==> src/rtl/i2c_settings.svh <==
`ifndef I2C_SETTINGS_SVH
`define I2C_SETTINGS_SVH

// clk_i2c cycles per quarter of an SCL bit.
`define I2C_QUARTER_DIV 4

// Host register byte offsets.
`define I2C_OFS_NBY 5'h00
`define I2C_OFS_ADR 5'h04
`define I2C_OFS_RDR 5'h08
`define I2C_OFS_TDR 5'h0C
`define I2C_OFS_CFG 5'h10

`endif
==> src/rtl/i2c_bus_pkg.sv <==
package i2c_bus_pkg;

	// Quarter-bit timing from the divider.
	typedef struct packed {
		logic       tick;
		logic [1:0] phase;
	} scl_phase_t;

	// Engine state seen by the register file.
	typedef struct packed {
		logic        busy;
		logic        done_pulse;
		logic        nack;
		logic [31:0] rdata;
	} eng_status_t;

endpackage

==> src/rtl/i2c_reg_pkg.sv <==
package i2c_reg_pkg;

	// One host bus request.
	typedef struct packed {
		logic        write;
		logic [3:0]  be;
		logic [4:0]  addr;
		logic [31:0] wdata;
	} host_req_t;

	// Control register fields.
	typedef struct packed {
		logic [26:0] reserved;
		logic        done;
		logic        nack;
		logic        busy;
		logic        read;
		logic        start;
	} cfg_fields_t;

	// Control word, raw host data or decoded fields.
	typedef union packed {
		logic [31:0] raw;
		cfg_fields_t f;
	} cfg_word_u;

	// Transfer job, frozen when a start is accepted.
	typedef struct packed {
		logic [6:0]  target;
		logic        read;
		logic [1:0]  nbytes;
		logic [31:0] tdata;
	} job_t;

endpackage

==> src/rtl/i2c_master_top.sv <==
module i2c_master_top
	import i2c_reg_pkg::*;
	import i2c_bus_pkg::*;
(
	input  logic        clk_i2c,
	input  logic        reset_i,
	input  logic        write_i,
	input  logic [3:0]  be_i,
	input  logic [4:0]  addr_i,
	input  logic [31:0] wdata_i,
	output logic [31:0] rdata_o,
	input  logic        sda_i,
	output logic        scl_oe_o,
	output logic        sda_oe_o
);

	host_req_t   req;
	job_t        job;
	logic        start;
	scl_phase_t  phase;
	eng_status_t status;

	assign req.write = write_i;
	assign req.be = be_i;
	assign req.addr = addr_i;
	assign req.wdata = wdata_i;

	i2c_regfile u_regfile (
		.clk_i2c  (clk_i2c),
		.reset_i  (reset_i),
		.req_i    (req),
		.rdata_o  (rdata_o),
		.status_i (status),
		.job_o    (job),
		.start_o  (start)
	);

	// Divider runs only during a transfer.
	i2c_scl_gen u_scl_gen (
		.clk_i2c (clk_i2c),
		.reset_i (reset_i),
		.run_i   (status.busy),
		.phase_o (phase)
	);

	i2c_byte_engine u_engine (
		.clk_i2c  (clk_i2c),
		.reset_i  (reset_i),
		.job_i    (job),
		.start_i  (start),
		.phase_i  (phase),
		.sda_i    (sda_i),
		.scl_oe_o (scl_oe_o),
		.sda_oe_o (sda_oe_o),
		.status_o (status)
	);

endmodule

==> src/rtl/i2c_byte_engine.sv <==
module i2c_byte_engine
	import i2c_reg_pkg::*;
	import i2c_bus_pkg::*;
(
	input  logic        clk_i2c,
	input  logic        reset_i,
	input  job_t        job_i,
	input  logic        start_i,
	input  scl_phase_t  phase_i,
	input  logic        sda_i,
	output logic        scl_oe_o,
	output logic        sda_oe_o,
	output eng_status_t status_o
);

	typedef enum logic [2:0] {
		IDLE,
		START,
		ADDR,
		ACK0,
		DATA,
		ACK1,
		STOP
	} state_e;

	state_e      state_q;
	logic [2:0]  bit_q;
	logic [1:0]  byte_q;
	logic [31:0] rx_q;
	logic        nack_q;
	logic [7:0]  addr_byte;
	logic        last_byte;
	logic        sample;
	logic        bit_end;
	logic        scl_low;
	logic        tx_bit;

	assign addr_byte = {job_i.target, job_i.read};
	assign last_byte = (byte_q == job_i.nbytes);
	assign tx_bit = job_i.tdata[{byte_q, bit_q}];

	// Sample at the end of SCL high, advance at the end of the bit.
	assign sample = phase_i.tick && (phase_i.phase == 2'd2);
	assign bit_end = phase_i.tick && (phase_i.phase == 2'd3);
	assign scl_low = (phase_i.phase == 2'd0) || (phase_i.phase == 2'd3);

	always_ff @(posedge clk_i2c) begin
		if (reset_i) begin
			state_q <= IDLE;
			bit_q <= '0;
			byte_q <= '0;
			nack_q <= 1'b0;
		end else begin
			case (state_q)
				IDLE: begin
					if (start_i) begin
						state_q <= START;
						bit_q <= 3'd7;
						byte_q <= '0;
						nack_q <= 1'b0;
					end
				end
				START: begin
					if (bit_end) begin
						state_q <= ADDR;
					end
				end
				ADDR: begin
					if (bit_end) begin
						bit_q <= bit_q - 3'd1;
						if (bit_q == 3'd0) begin
							state_q <= ACK0;
						end
					end
				end
				ACK0: begin
					if (sample && sda_i) begin
						nack_q <= 1'b1;
					end
					// Address NACK skips the data.
					if (bit_end) begin
						state_q <= nack_q ? STOP : DATA;
					end
				end
				DATA: begin
					if (bit_end) begin
						bit_q <= bit_q - 3'd1;
						if (bit_q == 3'd0) begin
							state_q <= ACK1;
						end
					end
				end
				ACK1: begin
					if (sample && sda_i && !job_i.read) begin
						nack_q <= 1'b1;
					end
					if (bit_end) begin
						if (last_byte) begin
							state_q <= STOP;
						end else begin
							state_q <= DATA;
							byte_q <= byte_q + 2'd1;
						end
					end
				end
				STOP: begin
					if (bit_end) begin
						state_q <= IDLE;
					end
				end
				default: state_q <= IDLE;
			endcase
		end
	end

	// Receive word, byte 0 first, MSB first.
	always_ff @(posedge clk_i2c) begin
		if (state_q == IDLE && start_i) begin
			rx_q <= '0;
		end else if (state_q == DATA && job_i.read && sample) begin
			rx_q[{byte_q, bit_q}] <= sda_i;
		end
	end

	// Lines are only ever pulled low.
	always_comb begin
		scl_oe_o = 1'b0;
		sda_oe_o = 1'b0;
		case (state_q)
			START: begin
				scl_oe_o = (phase_i.phase == 2'd3);
				sda_oe_o = phase_i.phase[1];
			end
			ADDR: begin
				scl_oe_o = scl_low;
				sda_oe_o = !addr_byte[bit_q];
			end
			ACK0: scl_oe_o = scl_low;
			DATA: begin
				scl_oe_o = scl_low;
				sda_oe_o = !job_i.read && !tx_bit;
			end
			ACK1: begin
				// Master acks all read bytes but the last.
				scl_oe_o = scl_low;
				sda_oe_o = job_i.read && !last_byte;
			end
			STOP: begin
				scl_oe_o = (phase_i.phase == 2'd0);
				sda_oe_o = !phase_i.phase[1];
			end
			default: ;
		endcase
	end

	assign status_o.busy = (state_q != IDLE);
	assign status_o.done_pulse = (state_q == STOP) && bit_end;
	assign status_o.nack = nack_q;
	assign status_o.rdata = rx_q;

endmodule

==> src/rtl/i2c_scl_gen.sv <==
`include "i2c_settings.svh"

module i2c_scl_gen
	import i2c_bus_pkg::*;
(
	input  logic       clk_i2c,
	input  logic       reset_i,
	input  logic       run_i,
	output scl_phase_t phase_o
);

	logic [7:0] div_q;
	logic [1:0] phase_q;
	logic       tick;

	// Last cycle of each quarter bit.
	assign tick = run_i && (div_q == 8'(`I2C_QUARTER_DIV - 1));

	always_ff @(posedge clk_i2c) begin
		if (reset_i || !run_i) begin
			div_q <= '0;
			phase_q <= '0;
		end else if (tick) begin
			div_q <= '0;
			phase_q <= phase_q + 2'd1;
		end else begin
			div_q <= div_q + 8'd1;
		end
	end

	assign phase_o.tick = tick;
	assign phase_o.phase = phase_q;

endmodule

==> src/rtl/i2c_regfile.sv <==
`include "i2c_settings.svh"

module i2c_regfile
	import i2c_reg_pkg::*;
	import i2c_bus_pkg::*;
(
	input  logic        clk_i2c,
	input  logic        reset_i,
	input  host_req_t   req_i,
	output logic [31:0] rdata_o,
	input  eng_status_t status_i,
	output job_t        job_o,
	output logic        start_o
);

	logic [2:0]  nby_q;
	logic [2:0]  nby_d;
	logic [6:0]  adr_q;
	logic [6:0]  adr_d;
	logic [31:0] tdr_q;
	logic [31:0] tdr_d;
	logic [31:0] rdr_q;
	cfg_word_u   cfg_q;
	cfg_word_u   cfg_wr;
	cfg_word_u   cfg_rd;
	logic        cfg_hit;
	logic        start_req;
	logic        start_q;
	logic [4:0]  lane_addr;
	logic [7:0]  rd_map [32];
	job_t        job_q;

	// Write decode, one byte lane at a time.
	always_comb begin
		nby_d = nby_q;
		adr_d = adr_q;
		tdr_d = tdr_q;
		cfg_hit = 1'b0;
		cfg_wr.raw = '0;
		lane_addr = req_i.addr;
		for (int i = 0; i < 4; i++) begin
			lane_addr = req_i.addr + 5'(i);
			if (req_i.write && req_i.be[i]) begin
				case (lane_addr)
					`I2C_OFS_NBY: nby_d = req_i.wdata[8*i +: 3];
					`I2C_OFS_ADR: adr_d = req_i.wdata[8*i +: 7];
					`I2C_OFS_TDR: tdr_d[7:0] = req_i.wdata[8*i +: 8];
					`I2C_OFS_TDR + 5'd1: tdr_d[15:8] = req_i.wdata[8*i +: 8];
					`I2C_OFS_TDR + 5'd2: tdr_d[23:16] = req_i.wdata[8*i +: 8];
					`I2C_OFS_TDR + 5'd3: tdr_d[31:24] = req_i.wdata[8*i +: 8];
					`I2C_OFS_CFG: begin
						cfg_hit = 1'b1;
						cfg_wr.raw = {24'h0, req_i.wdata[8*i +: 8]};
					end
					default: ;
				endcase
			end
		end
	end

	// A pending start counts as busy.
	assign start_req = cfg_hit && cfg_wr.f.start && !status_i.busy && !start_q;

	// Read map, unmapped bytes are zero.
	always_comb begin
		cfg_rd = cfg_q;
		cfg_rd.f.busy = status_i.busy;
		for (int a = 0; a < 32; a++) begin
			rd_map[a] = 8'h00;
		end
		rd_map[`I2C_OFS_NBY] = {5'h00, nby_q};
		rd_map[`I2C_OFS_ADR] = {1'b0, adr_q};
		for (int k = 0; k < 4; k++) begin
			rd_map[`I2C_OFS_RDR + k] = rdr_q[8*k +: 8];
			rd_map[`I2C_OFS_TDR + k] = tdr_q[8*k +: 8];
			rd_map[`I2C_OFS_CFG + k] = cfg_rd.raw[8*k +: 8];
		end
		rdata_o = '0;
		for (int i = 0; i < 4; i++) begin
			if (req_i.be[i]) begin
				rdata_o[8*i +: 8] = rd_map[5'(req_i.addr + 5'(i))];
			end
		end
	end

	always_ff @(posedge clk_i2c) begin
		if (reset_i) begin
			nby_q <= '0;
			adr_q <= '0;
			tdr_q <= '0;
			rdr_q <= '0;
			cfg_q.raw <= '0;
			start_q <= 1'b0;
		end else begin
			nby_q <= nby_d;
			adr_q <= adr_d;
			tdr_q <= tdr_d;
			start_q <= start_req;
			if (cfg_hit) begin
				cfg_q.f.read <= cfg_wr.f.read;
			end
			if (start_req) begin
				cfg_q.f.done <= 1'b0;
				cfg_q.f.nack <= 1'b0;
			end else if (status_i.done_pulse) begin
				cfg_q.f.done <= 1'b1;
				cfg_q.f.nack <= status_i.nack;
				rdr_q <= status_i.rdata;
			end
		end
	end

	// Job takes the values written in the same cycle as start.
	always_ff @(posedge clk_i2c) begin
		if (start_req) begin
			job_q <= '{target: adr_d, read: cfg_wr.f.read,
				nbytes: 2'(nby_d - 3'd1), tdata: tdr_d};
		end
	end

	assign job_o = job_q;
	assign start_o = start_q;

endmodule

==> config.mk <==
export PLATFORM = sky130hd
export DESIGN_NAME = i2c_master_top
export DESIGN_NICKNAME = d
export VERILOG_FILES = /design/src/rtl/i2c_bus_pkg.sv /design/src/rtl/i2c_reg_pkg.sv /design/src/rtl/i2c_master_top.sv /design/src/rtl/i2c_byte_engine.sv /design/src/rtl/i2c_scl_gen.sv /design/src/rtl/i2c_regfile.sv
export VERILOG_INCLUDE_DIRS = /design/src /design/src/rtl
export SDC_FILE = /design/constraint.sdc
export NUM_CORES = 1
export LEC_CHECK = 0
export BUFFER_PORTS_ARGS = -buffer_cell sky130_fd_sc_hd__buf_4
export CAP_MARGIN = 20
export CORE_ASPECT_RATIO = 1.25
export CORE_MARGIN = 2
export CORE_UTILIZATION = 50
export DETAILED_ROUTE_END_ITERATION = 8
export MAX_ROUTING_LAYER = met4
export PLACE_DENSITY = 0.79
export SYNTH_ARGS = -nofsm -noshare
export SYNTH_HDL_FRONTEND = slang
export SYNTH_SLANG_ARGS = --single-unit
==> constraint.sdc <==
create_clock -name clk_i2c -period 4.25 [get_ports clk_i2c]
set_input_delay 0.2125 -clock clk_i2c [delete_from_list [all_inputs] [get_ports clk_i2c]]
set_output_delay 0.2125 -clock clk_i2c [all_outputs]
set_load 0.05 [all_outputs]
==> metrics, run 1 <==
Synth area leaders dfxtp_1, mux4_2, edfxtp_1; die width 141 µm; status completed; post-route setup TNS 0 ns; Port Buffer Count 78; 1st-pass router iterations 8; RSZ-0062 raised after global routing no; fmax 0.296 GHz; FF+latch area 3840 µm²; post-route insts no fill 1558; Fin Hold WS 0.0602 ns; Clk Latency, worst-skew pair 0.45 ns; Peak supply drop 0.293 mV; cell taking the most area after synthesis dfxtp_1; sequential share of the synthesized area 0.328; clock buffers created by TritonCTS 17; Critical Path RT 4.04 ns; row cnt 62; EDFF count, synth 42; post-synthesis cell count 1230; maxcap violations 0; Post-Synthesis Mean Instance Area 9.53 µm²; Leak 5.10 nW; CP Class input pin to output pin; H-Tree Depth 4; clock tree sinks 171; Clock Tree Buf Depth 2; Post-Syn Nets 1299; slew margin rel. 0.297; Final Net Count 1326; Worst Hold Class input pin to flip-flop; number of antenna-violating nets in the routed design 0; Synth Flop Type dfxtp_1; Clock Pin Slew Worst Setup and Hold Paths 0.07 ns; Detailed Place HPWL 28.7 mm; TritonCTS clock tree built; largest net degree at the start of global routing 60; top cell type's share of synthesized area 0.220; Clock Skews 0.0107 ns; placed insts 1526; library cells used by synthesis 67; most common cell in the synthesized netlist nand2_1; Fill cells 1998; flops & latches, synth 171; # Post-CTS Setup Buffers 0; Power Dens Cells 304 nW/µm²; initial drt markers 1655; gr ovfl total 0; WL/cell 25.2 µm; first-pass GRT wire length 60.3 mm; Multi-input gate area 7380 µm²; Post-Route WL 39.3 mm; via count 10785; vias in the first global route 9956; root buffer cell clkbuf_16; Starting Density 0.509; Tmin final 3.38 ns; Synth top cells by count nand2_1, dfxtp_1, nor2_1; gpl congestion 1.07; worst slew pin tran 1.05 ns; CP Launch Type input pin; FFs w/ async S/R, synth 0; synthesized area 11700 µm²; Slew Limit Fails 0; R2R Setup Slk 1.32 ns; DRC Markers 0; Die ar. 24700 µm²; Synth warnings 0; fin crit share 0.795; area delta synth->final 11.6%; ANT cells 0; WP data arrival 3.16 ns; cts hold-fix bufs 0; cts repair resizes 0; Core Area 23000 µm²; Vert. Die Dim 175 µm; drt via density 6.92; setup violators final 0; worst-path maximum fanout 40; share of cells above drive strength 1 0.198; initial antenna violation count 0; IO Pins 79; critical path endpoint category output pin; final hold vios 0; GRT Util Overall 0.328
-- cell families after synthesis --
group           after synthesis  synth area share
flops                       171             0.328
mux                         181             0.237
compound gates              267             0.163
buf+inv                     119            0.0442
simple gates                441             0.181
xor+xnor                     26            0.0210
fa+ha+maj                    25            0.0265
-- cell usage in the layout (no fill, tap or decap), types with 25 or more instances in the layout --
master	netlist	final
a22oi_1	40	40
and2_1	35	35
mux2i_1	82	82
nand3_1	53	53
dfxtp_1	129	129
nor3_1	45	45
nand2_1	160	160
mux4_2	75	75
o21ai_0	25	25
buf_4	4	102
edfxtp_1	42	42
nor2_1	84	84
a21oi_1	76	76
-- area by class of cell --
| cell class | count | share of cell area |
|---|---|---|
| clock buffers | 17 | 0.0325 |
| multi-input cells | 940 | 0.564 |
| well taps | 288 | 0.0275 |
| repair buffers | 104 | 0.0622 |
| clock inverters | 15 | 0.0132 |
| flip-flops and latches | 171 | 0.294 |
| inverters | 23 | 0.00660 |
-- critical path, cell delays in order --
cell	delay (ns)
buf_4	0.45
ha_1	0.50
xor2_1	0.65
buf_4	0.30
mux2i_1	0.10
o21ai_0	0.19
a21oi_1	0.11
o21a_1	0.20
nor2_1	0.17
buf_4	0.24
-- registers in the layout, summed over array words and instances, names as in the netlist --
name and count:
u_regfile.job_o 42, u_engine.rx_q 32, u_regfile.rdr_q 32, u_regfile.tdr_q 32
u_scl_gen.div_q 8, u_regfile.adr_q 7, u_engine.bit_q 3, u_engine.state_q 3
u_regfile.cfg_q 3, u_regfile.nby_q 3, u_engine.byte_q 2, u_scl_gen.phase_q 2
u_engine.nack_q 1, u_regfile.start_o 1
-- final timing paths --
check | cells past startpoint | start | endpoint
min | 2 | wdata_i[27] | u_regfile.tdr_q[3]$_SDFF_PP0_
max reg2reg | 8 | u_engine.bit_q[1]$_SDFFE_PP0P_ | u_engine.state_q[1]$_SDFFE_PP0P_
max | 10 | addr_i[1] | rdata_o[22]
min reg2reg | 2 | u_engine.rx_q[24]$_SDFFE_PP0P_ | u_regfile.rdr_q[24]$_SDFFE_PP0P_
-- stage by stage --
stage          power [mW]  setup slack, ns   util  cell area [µm²]
3_5_place_dp         2.40            0.755  0.542            12500
3_3_place_gp         2.38            0.807  0.541            12500
2_1_floorplan        2.20            0.284      -            11700
5_1_grt              4.09            0.589  0.568            13100
4_1_cts              3.97            0.897  0.568            13100
6_report             3.98            0.873  0.568            13100
-- power breakdown --
part	total (mW)	switching, mW	leakage, nW	internal [mW]
Combinational	0.553	0.338	3.32	0.215
Clock	1.60	0.755	0.294	0.841
Sequential	1.83	0.0672	1.49	1.76
Total	3.98	1.16	5.10	2.82
-- metal layers --
metal,vias up,wire (µm),global-route usage
li1,4652,-,-
met1,5273,15000,0.431
met2,731,18300,0.503
met3,129,3830,0.0425
met4,0,2140,0.158
met5,-,0,-
(Power assumes the default switching activity.)
==> run 2: changes to the inputs <==
- clock period: 4.25 -> 3 ns (I/O delays scaled with it)
==> run 2 against run 1 <==
Against the previous run: global-route usage fell by 0.38 points; sequential power rose by 42%; die area did not move; register-to-register slack worse by 0.91 ns; clock-buffer cell count unchanged; power is 42% higher; worst hold slack got worse by 0.053 ns; largest power group unchanged.
==> metrics, run 2 (same netlist as run 1, synthesis figures left out) <==
Core Util, Final 0.585 (+0.0168); Die ar. 24700 µm² (unchanged); delay-heaviest family, CP multiplexers; area delta synth->final 14.9%; Vert. Die Dim 175 µm (unchanged); Power Dens Cells 418 nW/µm² (+38%); Fill cells 1907 (-4.6%); commonest non-fill, non-tap cells in the layout nand2_1, buf_4, dfxtp_1; 1st-pass router iterations 6 (-2); Clock Skews 0.0106 ns (-0.000166 ns); CP max stage cell mux4_2; CP Class flip-flop to output pin; fin crit share 0.953; Post-Route WL 39.1 mm (-0.31%); clock tree sinks 171 (unchanged); Post-Place Setup Slack 0.182 ns (-0.573 ns); row cnt 62 (unchanged); vias in the first global route 10071 (+1.2%); worst-path maximum fanout 13 (-68%); Core Area 23000 µm² (unchanged); WP data arrival 2.71 ns (-0.45 ns); fmax 0.350 GHz; Critical Path RT 2.85 ns (-1.19 ns); Clock Tree Buf Depth 2 (unchanged); via count 10849 (+0.59%); Tmin final 2.86 ns; setup violators final 0 (unchanged); DRC Markers 0 (unchanged); slew margin rel. 0.322 (+0.0242); number of antenna-violating nets in the routed design 0 (unchanged); cell chain of the critical path buf_6 -> mux4_2 -> mux4_2 -> mux2i_1 -> nand4b_1 -> o211ai_1 -> buf_4; clock buffers created by TritonCTS 17 (unchanged); CP max stage delay 0.55 ns (-0.10 ns); IO Pins 79 (unchanged); Worst Hold Class input pin to flip-flop; Starting Density 0.509 (unchanged); WP buf/inv 2 (-1); most common cell after layout, fill and taps aside nand2_1; CP Launch Type flip-flop; drt via density 6.79 (-1.9%); gr ovfl total 0 (unchanged); root buffer cell clkbuf_16; TritonCTS clock tree built; maxcap violations 0 (unchanged); Fin Hold WS 0.00703 ns (-0.0531 ns); first-pass GRT wire length 59.2 mm (-1.7%); status completed; Final Net Count 1365 (+2.9%); design area 13500 µm² (+3.0%); critical path endpoint category output pin; total power 5.63 mW (+42%); initial drt markers 1439 (-13%); placed inst area 12900 µm² (+3.1%); crit path from u_engine.bit_q[1]$_SDFFE_PP0P_; Detailed Place HPWL 28.5 mm (-0.68%); GRT Util Overall 0.324 (-0.00382); Clock Pin Slew Worst Setup and Hold Paths 0.07 ns (about the same); placed insts 1564 (+2.5%); Port Buffer Count 78 (unchanged); setup ws final 0.142 ns (-0.731 ns); largest net degree at the start of global routing 59 (-1.7%); die width 141 µm (unchanged); ANT cells 0 (unchanged); initial antenna violation count 0 (unchanged); share of cells above drive strength 1 0.232 (+0.0346); Peak supply drop 0.419 mV (+43%); post-route insts no fill 1597 (+2.5%); gpl congestion 1.05 (-2.1%); worst slew pin tran 1.02 ns (-0.0294 ns); CP dominant cell by count mux4_2; Hold Crit Start wdata_i[28]; max reg flops 42 (unchanged); Critical R2R Launch u_engine.state_q[0]$_SDFFE_PP0P_; Clk Latency, worst-skew pair 0.45 ns (about the same); Slew Limit Fails 0 (unchanged); WL/cell 24.5 µm (-2.7%); RSZ-0062 raised after global routing no; H-Tree Depth 4 (unchanged); final hold vios 0 (unchanged); Leak 5.28 nW (+3.5%); post-route setup TNS 0 ns (unchanged)
run 2: final timing paths:
check / end / slack, ns / cells past startpoint
max reg2reg: u_regfile.job_o[19]$_DFFE_PP_ / 0.41 / 5
max: sda_oe_o / 0.14 / 7
min: u_regfile.tdr_q[4]$_SDFF_PP0_ / 0.007 / 2
min reg2reg: u_engine.rx_q[26]$_SDFFE_PP0P_ / 0.46 / 2
run 2: repair_timing:
| item | in CTS | in global routing |
|---|---|---|
| hold endpoints to repair | 1 | 0 |
| hold buffers | 1 | 0 |
| resized for setup | 0 | 2 |
| buffers inserted | 0 | 0 |
| endpoints found under the setup margin | 0 | 1 |
run 2: area by class of cell:
class / count / area (µm²) / share of cell area
Clock buffer: 17 / 425 / 0.0316
Clock inverter: 15 / 151 / 0.0112
Inverter: 23 / 98.8 / 0.00734
Multi-Input combinational cell: 940 / 7470 / 0.555
Sequential cell: 171 / 3840 / 0.285
Tap cell: 288 / 360 / 0.0268
Timing Repair Buffer: 143 / 1120 / 0.0830
run 2: metal layers:
| layer | global-route usage | share of wire | vias to the layer above |
|---|---|---|---|
| met5 | - | 0 | - |
| met4 | 0.188 | 0.063 | 0 |
| met3 | 0.0491 | 0.11 | 135 |
| met2 | 0.496 | 0.46 | 774 |
| met1 | 0.410 | 0.37 | 5209 |
| li1 | - | - | 4731 |
run 2: power by group:
part,total [mW],switching [mW],internal [mW]
clock network,2.22,1.04,1.17
logic,0.827,0.495,0.332
registers,2.59,0.0959,2.49
total,5.63,1.63,4.00
